--- src/bus_pkg.sv ---
/*
 serial bus protocol definitions
 field widths, slave select codes and the host and serial link structs
*/
package bus_pkg;

	localparam int addr_len = 12;
	localparam int data_len = 8;
	localparam int sel_len = 2;

	// bit counter spans the longest serial phase
	localparam int cnt_len = $clog2(addr_len);
	localparam logic [cnt_len-1:0] addr_last = cnt_len'(addr_len - 1);
	localparam logic [cnt_len-1:0] data_last = cnt_len'(data_len - 1);

	// slave select codes, 3 reaches no slave
	localparam logic [sel_len-1:0] sel_4k = 2'd0;
	localparam logic [sel_len-1:0] sel_2k_a = 2'd1;
	localparam logic [sel_len-1:0] sel_2k_b = 2'd2;

	typedef struct packed {
		logic write;
		logic [sel_len-1:0] sel;
		logic [addr_len-1:0] addr;
		logic [data_len-1:0] data; // write data
	} host_req_t;

	typedef struct packed {
		logic [data_len-1:0] data; // read data
	} host_rsp_t;

	typedef struct packed {
		logic master_valid;
		logic write_en;
		logic sbit;
	} ser_fwd_t;

	typedef struct packed {
		logic slave_ready;
		logic slave_valid;
		logic sbit;
	} ser_bwd_t;

endpackage

--- src/bus_arbiter.sv ---
/*
 bus arbiter for two masters
 alternates priority on conflicts and keeps a grant until its request falls
*/
`timescale 1ns/1ps

module bus_arbiter (
	input  logic       clk,
	input  logic       rst_n,
	input  logic [1:0] bus_req,
	input  logic [1:0] done,
	output logic [1:0] grant
);

	typedef enum logic [1:0] {A_IDLE, A_M0, A_M1} arb_state_t;

	arb_state_t state;
	arb_state_t pick;
	arb_state_t next;
	logic last; // index of the master granted last

	always_comb begin
		if (bus_req == 2'b11)
			pick = last ? A_M0 : A_M1; // the other master goes first
		else if (bus_req[0])
			pick = A_M0;
		else if (bus_req[1])
			pick = A_M1;
		else
			pick = A_IDLE;
	end

	always_comb begin
		next = state;
		case (state)
			A_IDLE: next = pick;
			A_M0: if (done[0]) next = pick; // hand over right away
			A_M1: if (done[1]) next = pick;
			default: next = A_IDLE;
		endcase
	end

	// last starts at 1 so m1 (index 0) takes the first conflict
	always_ff @(posedge clk or negedge rst_n) begin
		if (!rst_n) begin
			state <= A_IDLE;
			last <= 1'b1;
		end else begin
			state <= next;
			if (next == A_M0)
				last <= 1'b0;
			else if (next == A_M1)
				last <= 1'b1;
		end
	end

	assign grant = {state == A_M1, state == A_M0};

endmodule

--- src/bus_interconnect.sv ---
/*
 bus interconnect
 arbitrates the two masters and routes the granted master's serial
 lines to the slave it selects
*/
`timescale 1ns/1ps

module bus_interconnect (
	input  logic                             clk,
	input  logic                             rst_n,
	input  logic [1:0]                       m_bus_req,
	input  logic [1:0][bus_pkg::sel_len-1:0] m_sel,
	input  bus_pkg::ser_fwd_t [1:0]          m_fwd,
	output logic [1:0]                       m_grant,
	output bus_pkg::ser_bwd_t [1:0]          m_bwd,
	output bus_pkg::ser_fwd_t [2:0]          s_fwd,
	input  bus_pkg::ser_bwd_t [2:0]          s_bwd
);

	logic [1:0] done;
	logic owner;
	logic [bus_pkg::sel_len-1:0] tgt;

	assign done = m_grant & ~m_bus_req; // granted master let go
	assign owner = m_grant[1];
	assign tgt = m_sel[owner];

	bus_arbiter u_arbiter (
		.clk(clk),
		.rst_n(rst_n),
		.bus_req(m_bus_req),
		.done(done),
		.grant(m_grant)
	);

	// idle paths stay all zero
	always_comb begin
		s_fwd = '0;
		m_bwd = '0;
		if (|m_grant) begin
			case (tgt)
				bus_pkg::sel_4k: begin
					s_fwd[0] = m_fwd[owner];
					m_bwd[owner] = s_bwd[0];
				end
				bus_pkg::sel_2k_a: begin
					s_fwd[1] = m_fwd[owner];
					m_bwd[owner] = s_bwd[1];
				end
				bus_pkg::sel_2k_b: begin
					s_fwd[2] = m_fwd[owner];
					m_bwd[owner] = s_bwd[2];
				end
				default: ; // no slave behind this code
			endcase
		end
	end

endmodule

--- config.mk ---
export PLATFORM = sky130hd
export DESIGN_NAME = bus_interconnect
export DESIGN_NICKNAME = d
export VERILOG_FILES = /design/src/bus_pkg.sv /design/src/bus_arbiter.sv /design/src/bus_interconnect.sv
export SDC_FILE = /design/constraint.sdc
export NUM_CORES = 1
export LEC_CHECK = 0
export BUFFER_PORTS_ARGS = -buffer_cell sky130_fd_sc_hd__buf_2
export CORE_AREA = 2 2 39 41
export CTS_CLUSTER_SIZE = 25
export DETAILED_ROUTE_END_ITERATION = 12
export DIE_AREA = 0 0 41 43
export PLACE_DENSITY = 0.79
export SKIP_CTS_REPAIR_TIMING = 1
export SLEW_MARGIN = 20
export SYNTH_ARGS = -nofsm -noshare
export SYNTH_HDL_FRONTEND = slang
export SYNTH_SLANG_ARGS = --single-unit
--- constraint.sdc ---
create_clock -name clk -period 5.67 [get_ports clk]
set_input_delay 0.2835 -clock clk [delete_from_list [all_inputs] [get_ports clk]]
set_output_delay 0.2835 -clock clk [all_outputs]
set_load 0.05 [all_outputs]
==> results.md <==
- Fillers: 140
- DP Wirelength: 1150 um
- Syn_area_per_cell: 7.91 um2
- Worst Setup End Kind: output port
- Clock root cell: clkbuf_4
- CP peak stage delay: 410 ps
- Pwr/cell area: 591 mW/mm2
- Yosys cell types: 21
- Clock Power Share: 0.088
- WL final: 1350 um
- Post-route cell area: 762 um2
- Total Routing Usage GR: 0.171
- IO Pins: 40
- Initial antenna violation count: 0
- RSZ-0062 raised after global routing: false
- Initial Utilization: 0.377
- Final TNS setup: 0 ps
- WP data arrival: 2630 ps
- Synth Net Count: 99
- Final setup violation count: 0
- Max clock buf depth: 2
- Sw Ratio: 0.598
- Worst IR drop on VDD: 0.262 mV
- Reg2Reg Depth: 6
- Die height: 43 um
- Reg2reg setup slack: 3900 ps
- NetSw: 269 uW
- Die ar.: 0.00176 mm2
- Slowest cell on the critical path: dfrtp_1
- Commonest non-fill, non-tap cells in the layout: buf_2, nor2_1, ha_1
- MaxCap Viol Count: 0
- First-pass GRT wire length: 2070 um
- Status: finished, final reports clean
- Vias in the first global route: 566
- Synth warn: 0
- Critical Path RT: 5390 ps
- Diode count: 0
- Reg2reg end: u_arbiter.last$_DFFE_PN1P_
- Post-placement cell area: 726 um2
- Share of cells above drive strength 1: 0.440
- Area growth, synth to finish: 46.0%
- H-Tree Depth: 1
- CTS tree: yes
- DR vias/cell: 4.96
- Post-synthesis register bit count: 3
- Routed wire length per instance: 10.8 um
- DRT iter0 DRCs: 4
- Core Area: 0.00138 mm2
- Min-Delay Path Class: input pin to async pin
- Startpoint Class: flop
- Hold Fails Final Rpt: 0
- CTS sink cnt: 3
- CP Class: flop to output port
- Mapped Cells: 66
- Final core occ: 0.551
- Worst path cell trace: inv_1 -> ha_1 -> mux2i_1 -> inv_1 -> ha_1 -> a221o_1 -> o21ai_0 -> nor2_1 -> buf_2
- Post-synthesis sequential area ratio: 0.146
- Via count: 620
- Worst r2r src: u_arbiter.state[0]$_DFF_PN0_
- DIE WIDTH: 41 um
- Slew margin rel.: 0.741
- Actual slew at the worst max-slew pin: 388 ps
- Total congestion overflow: 0
- Drt first pass iters: 4
- Final GP Congestion: 0.714
- CP Max Fanout: 9
- Clock-pin slew on the worst setup and hold paths: 40 ps
- Worst-Skew Late Latency: 240 ps
- Sequential Power Share: 0.096
- Mapped cell area: 522 um2
- Max frequency: 0.343 GHz
- Largest net degree at the start of global routing: 10
- Leakage: 0.451 nW
- Slew Limit Fails: 0
- Post-layout min period: 2910 ps
- Cell Int Power: 181 uW
- Tcrit/Tclk final: 0.514
- PortBufs: 39
- Routed Antenna Nets: 0
- Most common cell after layout, fill and taps aside: buf_2
- Detailed-route DRC error count: 0
- Final net count: 143
- Rows: 14
- Comb power frac: 0.816
- Cts bufs inserted: 3
- Final Skew: 5.24 ps
layout make-up:
class / count / area (um2) / share of cell area
Tap cell: 16 / 20.0 / 0.0263
Sequential cell: 3 / 76.3 / 0.100
Inverter: 6 / 22.5 / 0.0296
Timing Repair Buffer: 40 / 205 / 0.269
Multi-Input combinational cell: 56 / 412 / 0.540
Clock buffer: 4 / 26.3 / 0.0345
logic make-up after synthesis:
family	count (synthesis)	synth area share
DFF	3	0.146
and+or+nand+nor	26	0.228
muxes	6	0.118
buffers and inverters	7	0.0647
adders and majority gates	10	0.240
AOI/OAI and AO/OA	14	0.204
power groups by stage:
| stage | Sequential [mW] | Combinational [mW] | Clock (mW) |
|---|---|---|---|
| floorplan | 0.0413 | 0.305 | 0 |
| finish | 0.0434 | 0.367 | 0.0394 |
| global route | 0.0453 | 0.397 | 0.0414 |
| CTS | 0.0438 | 0.369 | 0.0414 |
| detailed placement | 0.0445 | 0.367 | 0 |
| global placement | 0.0429 | 0.361 | 0 |
worst max path at each step:
stage | startpoint | end | cells after the start
6_report | u_arbiter.state[0]$_DFF_PN0_ | m_bwd[0] | 9
5_1_grt | u_arbiter.state[0]$_DFF_PN0_ | m_bwd[0] | 9
4_1_cts | u_arbiter.state[0]$_DFF_PN0_ | m_bwd[0] | 9
3_5_place_dp | u_arbiter.state[0]$_DFF_PN0_ | m_bwd[4] | 9
3_3_place_gp | u_arbiter.state[0]$_DFF_PN0_ | m_bwd[4] | 9
2_1_floorplan | u_arbiter.state[0]$_DFF_PN0_ | m_bwd[0] | 8
worst max-delay path, delay by kind of cell, from the launching register on:
kind	cells	cell delay [ps]
compound gates	2	450
fa+ha+maj	2	650
buf+inv	3	430
flops	1	410
mux	1	360
simple gates	1	70
Yosys cell counts:
cell type | count | area [um2]
inv_1 | 6 | 22.5
or3b_4 | 1 | 11.3
nand2_1 | 3 | 11.3
o21ai_0 | 3 | 15.0
ha_1 | 10 | 125
mux2_2 | 1 | 11.3
dfstp_2 | 1 | 26.3
dfrtp_1 | 2 | 50.1
a31oi_1 | 1 | 6.26
a21oi_1 | 2 | 10.0
nand2b_1 | 3 | 18.8
a221o_1 | 3 | 30.0
a21bo_2 | 2 | 20.0
nand3_1 | 2 | 10.0
o211ai_1 | 1 | 7.51
nor2_1 | 16 | 60.1
mux2i_1 | 5 | 50.1
buf_6 | 1 | 11.3
a22o_2 | 1 | 10.0
a21o_1 | 1 | 7.51
nand3b_1 | 1 | 7.51
registers in the layout (all words and copies together) (netlist names):
signal / count
u_arbiter.state: 2
u_arbiter.last: 1
through the flow:
step	power [mW]	worst slack [ps]	hold WS, ps	cells
floorplan	0.346	2600	-12.1	66
global placement	0.404	3080	81.4	120
detailed placement	0.411	2990	85.0	120
CTS	0.455	2730	-180	124
global route	0.484	2480	383	125
finish	0.450	2760	362	125
routing by layer:
layer,global-route usage,up-vias,part of all wire
li1,-,314,-
met1,0.190,271,0.41
met2,0.284,33,0.48
met3,0.0419,2,0.097
met4,0.0800,0,0.020
met5,0,-,0
Power figures use the tool's default switching activity.
