$ cat src/bus_pkg.sv
/*
 serial bus protocol definitions
 field widths, slave select codes and the host and serial link structs
*/
package bus_pkg;

	localparam int addr_len = 12;
	localparam int data_len = 8;
	localparam int sel_len = 2;

	// bit counter spans the longest serial phase
	localparam int cnt_len = $clog2(addr_len);
	localparam logic [cnt_len-1:0] addr_last = cnt_len'(addr_len - 1);
	localparam logic [cnt_len-1:0] data_last = cnt_len'(data_len - 1);

	// slave select codes, 3 reaches no slave
	localparam logic [sel_len-1:0] sel_4k = 2'd0;
	localparam logic [sel_len-1:0] sel_2k_a = 2'd1;
	localparam logic [sel_len-1:0] sel_2k_b = 2'd2;

	typedef struct packed {
		logic write;
		logic [sel_len-1:0] sel;
		logic [addr_len-1:0] addr;
		logic [data_len-1:0] data; // write data
	} host_req_t;

	typedef struct packed {
		logic [data_len-1:0] data; // read data
	} host_rsp_t;

	typedef struct packed {
		logic master_valid;
		logic write_en;
		logic sbit;
	} ser_fwd_t;

	typedef struct packed {
		logic slave_ready;
		logic slave_valid;
		logic sbit;
	} ser_bwd_t;

endpackage

$ cat src/bus_master_port.sv
/*
 bus master port
 takes a parallel host request over req/ack, sends it bit-serially to a
 slave once granted and returns the read data to the host
*/
`timescale 1ns/1ps

module bus_master_port (
	input  logic                        clk,
	input  logic                        rst_n,
	input  logic                        req,
	output logic                        ack,
	input  bus_pkg::host_req_t          req_data,
	output bus_pkg::host_rsp_t          rsp,
	output logic                        bus_req,
	input  logic                        grant,
	output logic [bus_pkg::sel_len-1:0] sel,
	output bus_pkg::ser_fwd_t           fwd,
	input  bus_pkg::ser_bwd_t           bwd
);

	typedef enum logic [2:0] {M_IDLE, M_REQ, M_ADDR, M_DATA, M_READ, M_ACK} m_state_t;

	m_state_t state;
	logic [bus_pkg::cnt_len-1:0] cnt;
	logic write_q;
	logic [bus_pkg::addr_len-1:0] addr_sr;
	logic [bus_pkg::data_len-1:0] data_sr;
	logic [bus_pkg::data_len-1:0] rd_sr;

	always_ff @(posedge clk or negedge rst_n) begin
		if (!rst_n) begin
			state <= M_IDLE;
			cnt <= '0;
			write_q <= 1'b0;
			sel <= '0;
		end else begin
			case (state)
				M_IDLE: if (req) begin
					write_q <= req_data.write;
					sel <= req_data.sel;
					state <= M_REQ;
				end
				M_REQ: if (grant && bwd.slave_ready) begin // slave free and bus ours
					cnt <= '0;
					state <= M_ADDR;
				end
				M_ADDR: begin
					cnt <= cnt + 1'b1;
					if (cnt == bus_pkg::addr_last) begin
						cnt <= '0;
						state <= write_q ? M_DATA : M_READ;
					end
				end
				M_DATA: begin
					cnt <= cnt + 1'b1;
					if (cnt == bus_pkg::data_last)
						state <= M_ACK;
				end
				M_READ: if (bwd.slave_valid) begin // slave may take a while to start
					cnt <= cnt + 1'b1;
					if (cnt == bus_pkg::data_last)
						state <= M_ACK;
				end
				M_ACK: if (!req) state <= M_IDLE; // wait for host to drop req
				default: state <= M_IDLE;
			endcase
		end
	end

	always_ff @(posedge clk) begin
		case (state)
			M_IDLE: if (req) begin
				addr_sr <= req_data.addr;
				data_sr <= req_data.data;
			end
			M_ADDR: addr_sr <= addr_sr >> 1; // lsb first
			M_DATA: data_sr <= data_sr >> 1;
			M_READ: if (bwd.slave_valid) rd_sr <= {bwd.sbit, rd_sr[bus_pkg::data_len-1:1]};
			default: ;
		endcase
	end

	assign ack = (state == M_ACK);
	// low in ack so the arbiter sees the transfer end
	assign bus_req = (state == M_REQ) || (state == M_ADDR) ||
			(state == M_DATA) || (state == M_READ);

	always_comb begin
		fwd.master_valid = (state == M_ADDR) || (state == M_DATA);
		fwd.write_en = write_q && fwd.master_valid;
		if (state == M_ADDR)
			fwd.sbit = addr_sr[0];
		else if (state == M_DATA)
			fwd.sbit = data_sr[0];
		else
			fwd.sbit = 1'b0;
		rsp.data = rd_sr; // held until next read
	end

endmodule

$ cat config.mk
export PLATFORM = sky130hd
export DESIGN_NAME = bus_master_port
export DESIGN_NICKNAME = d
export VERILOG_FILES = /design/src/bus_pkg.sv /design/src/bus_master_port.sv
export SDC_FILE = /design/constraint.sdc
export NUM_CORES = 1
export LEC_CHECK = 0
export BUFFER_PORTS_ARGS = -buffer_cell sky130_fd_sc_hd__buf_2
export CAP_MARGIN = 5
export CORE_MARGIN = 4
export CORE_UTILIZATION = 54
export CTS_BUF_LIST = sky130_fd_sc_hd__clkbuf_2 sky130_fd_sc_hd__clkbuf_4 sky130_fd_sc_hd__clkbuf_8
export DETAILED_ROUTE_END_ITERATION = 7
export GPL_TIMING_DRIVEN = 0
export PLACE_DENSITY = 0.81
export RECOVER_POWER = 25
export SLEW_MARGIN = 10
export SYNTH_ARGS = -nofsm -noshare
export SYNTH_HDL_FRONTEND = slang
export SYNTH_SLANG_ARGS = --single-unit
$ cat constraint.sdc
create_clock -name clk -period 1.95 [get_ports clk]
set_input_delay 0.2925 -clock clk [delete_from_list [all_inputs] [get_ports clk]]
set_output_delay 0.2925 -clock clk [all_outputs]
set_load 0.01 [all_outputs]
==> summary.txt <==
Outcome
  • Outcome: completed

Synth
  • Syn Nets: 156
  • Synth Flop Type: edfxtp_1
  • Yosys cell types: 38
  • #FFs+latches synth: 38
  • Cell count after synthesis: 125
  • Async set-reset flop share out of synthesis: 26.3%
  • Number of synthesized flops with an enable pin: 28
  • Seq/Total Area, Yosys: 61.2%
  • Syn Area/Cell: 14.3 sq um
  • Netlist Area Pre-Place: 1780 sq um
  • YS warnings: 0

Floorplanning
  • Die area: 4290 sq um
  • # IOs: 45
  • Core area: 3100 sq um
  • Die W: 65.5 um
  • Die Span Y: 65.5 um
  • Placement row count: 20
  • Initial Utilization: 57.5%

Power and ir drop
  • Internal power: 1.40 mW
  • Register share of total power: 56.5%
  • Switch share: 28.8%
  • VDD IR-drop max: 0.528 mV
  • Leakage: 0.898 nW
  • Net Sw Power: 0.565 mW
  • Pwr per Cell Area: 922 nW/um^2
  • Clock network fraction of total power: 20.0%
  • Comb pwr share: 23.5%

Clocking
  • Clk Latency, worst-skew pair: 0.34 ns
  • CTS sink count: 38
  • CTS clock-pin slew for the worst setup and hold paths: 0.11 ns
  • PostCTS Resize Cnt: 0
  • Htree depth: 2
  • Num CTS Buffers: 5
  • Root buffer cell: clkbuf_4
  • Clk buf depth: 2
  • CTS tree: done

Run
  • Max-Cap Viols: 0

Global route
  • GRT Overall Usage: 16.1%
  • Total global routing overflow: 0
  • Met3 usage: 4.96%
  • Vias in the first global route: 1157
  • Number of antenna violations at the first check in global routing: 0
  • Largest net degree at the start of global routing: 13
  • First-pass GRT wire length: 5.09 mm
  • Most used routing layer: met2
  • Met2 usage: 28.2%
  • GR Util met1: 17.9%

Final layout
  • Register cell area after layout: 1090 sq um
  • Multi-input logic area: 654 sq um
  • Share of cells above drive strength 1: 46.9%
  • Commonest non-fill, non-tap cell in the layout: buf_2
  • Nets@finish: 209
  • Area grow syn2layout: 19.3%
  • # diodes: 0
  • Most frequent cells in the layout: buf_2, edfxtp_1, mux2_2, dfrtp_1, nand2b_1
  • # fillers: 278

Routing
  • Pre-antenna DRT Iters: 4
  • Post-DR vias/cell: 5.09
  • Drt initial violations: 30
  • DRT Wirelength: 3.11 mm
  • ANT nets after route: 0
  • Post-DR wirelength/cell: 13.9 um
  • Routed vias: 1135
  • Residual DRC: 0

STA
  • Layout Skew: 0.0109 ns
  • RSZ-0062 raised after global routing: no
  • Fin crit share: 93.4%
  • Slew Limit Fails: 0
  • Final TNS setup: 0 ns
  • Final setup viols: 0
  • Relative slew slack: 59.5%
  • Fmax: 549 MHz
  • Fin Hold WS: 0.141 ns
  • Least-Margin Pin Slew: 0.607 ns
  • Final min period: 1.82 ns
  • Final-report hold violation count: 0

Worst setup path
  • Required time worst endpoint: 1.97 ns
  • Worst R2R End: addr_sr[11]$_SDFFCE_PN0P_
  • CP cell instances: nand2b_2 -> nor2_1 -> buf_4 -> or2_2
  • Worst path bufs/invs: 1
  • Slowest stage cell, crit path: dfrtp_1
  • R2R setup slack: 0.13 ns
  • WS Path Type: reg2reg
  • CP endpoint: addr_sr[11]$_SDFFCE_PN0P_
  • Register-to-Register Path Depth: 4
  • Worst setup EP type: flip-flop
  • Crit path DAT: 1.84 ns
  • Crit. Startpoint: state[2]$_DFFE_PN0P_
  • Crit path depth: 4
  • Crit-path max FO: 12
  • CP Launch Type: flip-flop
  • RR Startpoint: state[2]$_DFFE_PN0P_
  • Slowest stage delay, CP: 0.43 ns
  • Crit-path leading delay family: simple AND/OR/NAND/NOR gates

Placement
  • Post-DP HPWL: 2.45 mm
  • # port buffers: 44
  • Final Wtd Congestion: 0.855

Worst hold path
  • Min-Delay Path Class: in2reg
## worst reg2reg max path, cell delays in order (launching register included)
cell and delay [ns]:
dfrtp_1 0.43, nand2b_2 0.24, nor2_1 0.28, buf_4 0.24, or2_2 0.31
## cells by family after synthesis
group	share of synthesized area, %
simple gates	13.3
buf+inv	2.10
compound gates	7.86
xor+xnor	0.491
mux	14.4
flops	61.2
fa+ha+maj	0.702
## layer usage
layer	up-vias	part of all wire [%]
met3	6	5.2
li1	572	-
met4	0	1.1
met2	25	52
met5	-	0
met1	532	41
## stage by stage
stage / util, % / cells / setup WS (ns) / instance area [sq um] / power [mW]
finish: 68.5 / 223 / 0.129 / 2130 / 1.96
global route: 68.5 / 223 / 0.00381 / 2130 / 2.10
CTS: 68.4 / 222 / 0.0339 / 2120 / 1.98
detailed placement: 66.3 / 213 / 0.0469 / 2060 / 1.59
global placement: 66.3 / 213 / 0.141 / 2060 / 1.56
floorplan: - / 125 / 0.333 / 1780 / 1.43
## area by class of cell
cell class | count | share of cell area (%)
plain buffers | 4 | 1.06
well taps | 44 | 2.59
clock inverters | 2 | 0.412
clock buffers | 6 | 2.12
flip-flops and latches | 38 | 51.3
multi-input cells | 79 | 30.8
repair buffers | 46 | 11.1
inverters | 4 | 0.706
## synth_stat cells, drive strengths merged (2+ instances only)
cell type / number / area, sq um
nor2: 5 / 18.8
dfrtp: 10 / 250
nand2: 6 / 25.0
nand2b: 9 / 66.3
mux2i: 2 / 20.0
edfxtp: 28 / 841
a21oi: 3 / 15.0
mux2: 21 / 236
nor4bb: 2 / 35.0
and3b: 2 / 17.5
o21ai: 7 / 38.8
inv: 4 / 15.0
nand3: 3 / 15.0
buf: 4 / 22.5
and2: 2 / 12.5
## worst min path at each step
stage | start | end | slack (ns) | depth (start not counted)
after global placement | rst_n | state[1]$_DFFE_PN0P_ | 0.17 | 1
after global routing | bwd[0] | rsp[7]$_DFFE_PP_ | 0.12 | 1
after detailed placement | rst_n | state[1]$_DFFE_PN0P_ | 0.17 | 1
final | bwd[0] | rsp[7]$_DFFE_PP_ | 0.14 | 1
after floorplan | rst_n | cnt[0]$_DFFE_PN0P_ | -0.003 | 0
after CTS | bwd[0] | rsp[7]$_DFFE_PP_ | 0.13 | 1
## registers in the layout, indices dropped and copies added (netlist names)
name,cells
state,3
addr_sr,12
cnt,4
data_sr,8
rsp,8
sel,2
write_q,1
## power by group through the flow
| stage | clock network, mW | logic, mW | registers [mW] |
|---|---|---|---|
| after floorplan | 0 | 0.299 | 1.13 |
| after global placement | 0 | 0.442 | 1.12 |
| after detailed placement | 0 | 0.464 | 1.13 |
| after CTS | 0.406 | 0.466 | 1.11 |
| after global routing | 0.447 | 0.518 | 1.13 |
| final | 0.392 | 0.461 | 1.11 |
## what timing repair did
action,4_1_cts,5_1_grt
setup endpoints to repair,0,1
setup buffers,0,1
hold buffers,1,0
hold endpoints to repair,10,0
(Power assumes the default switching activity.)
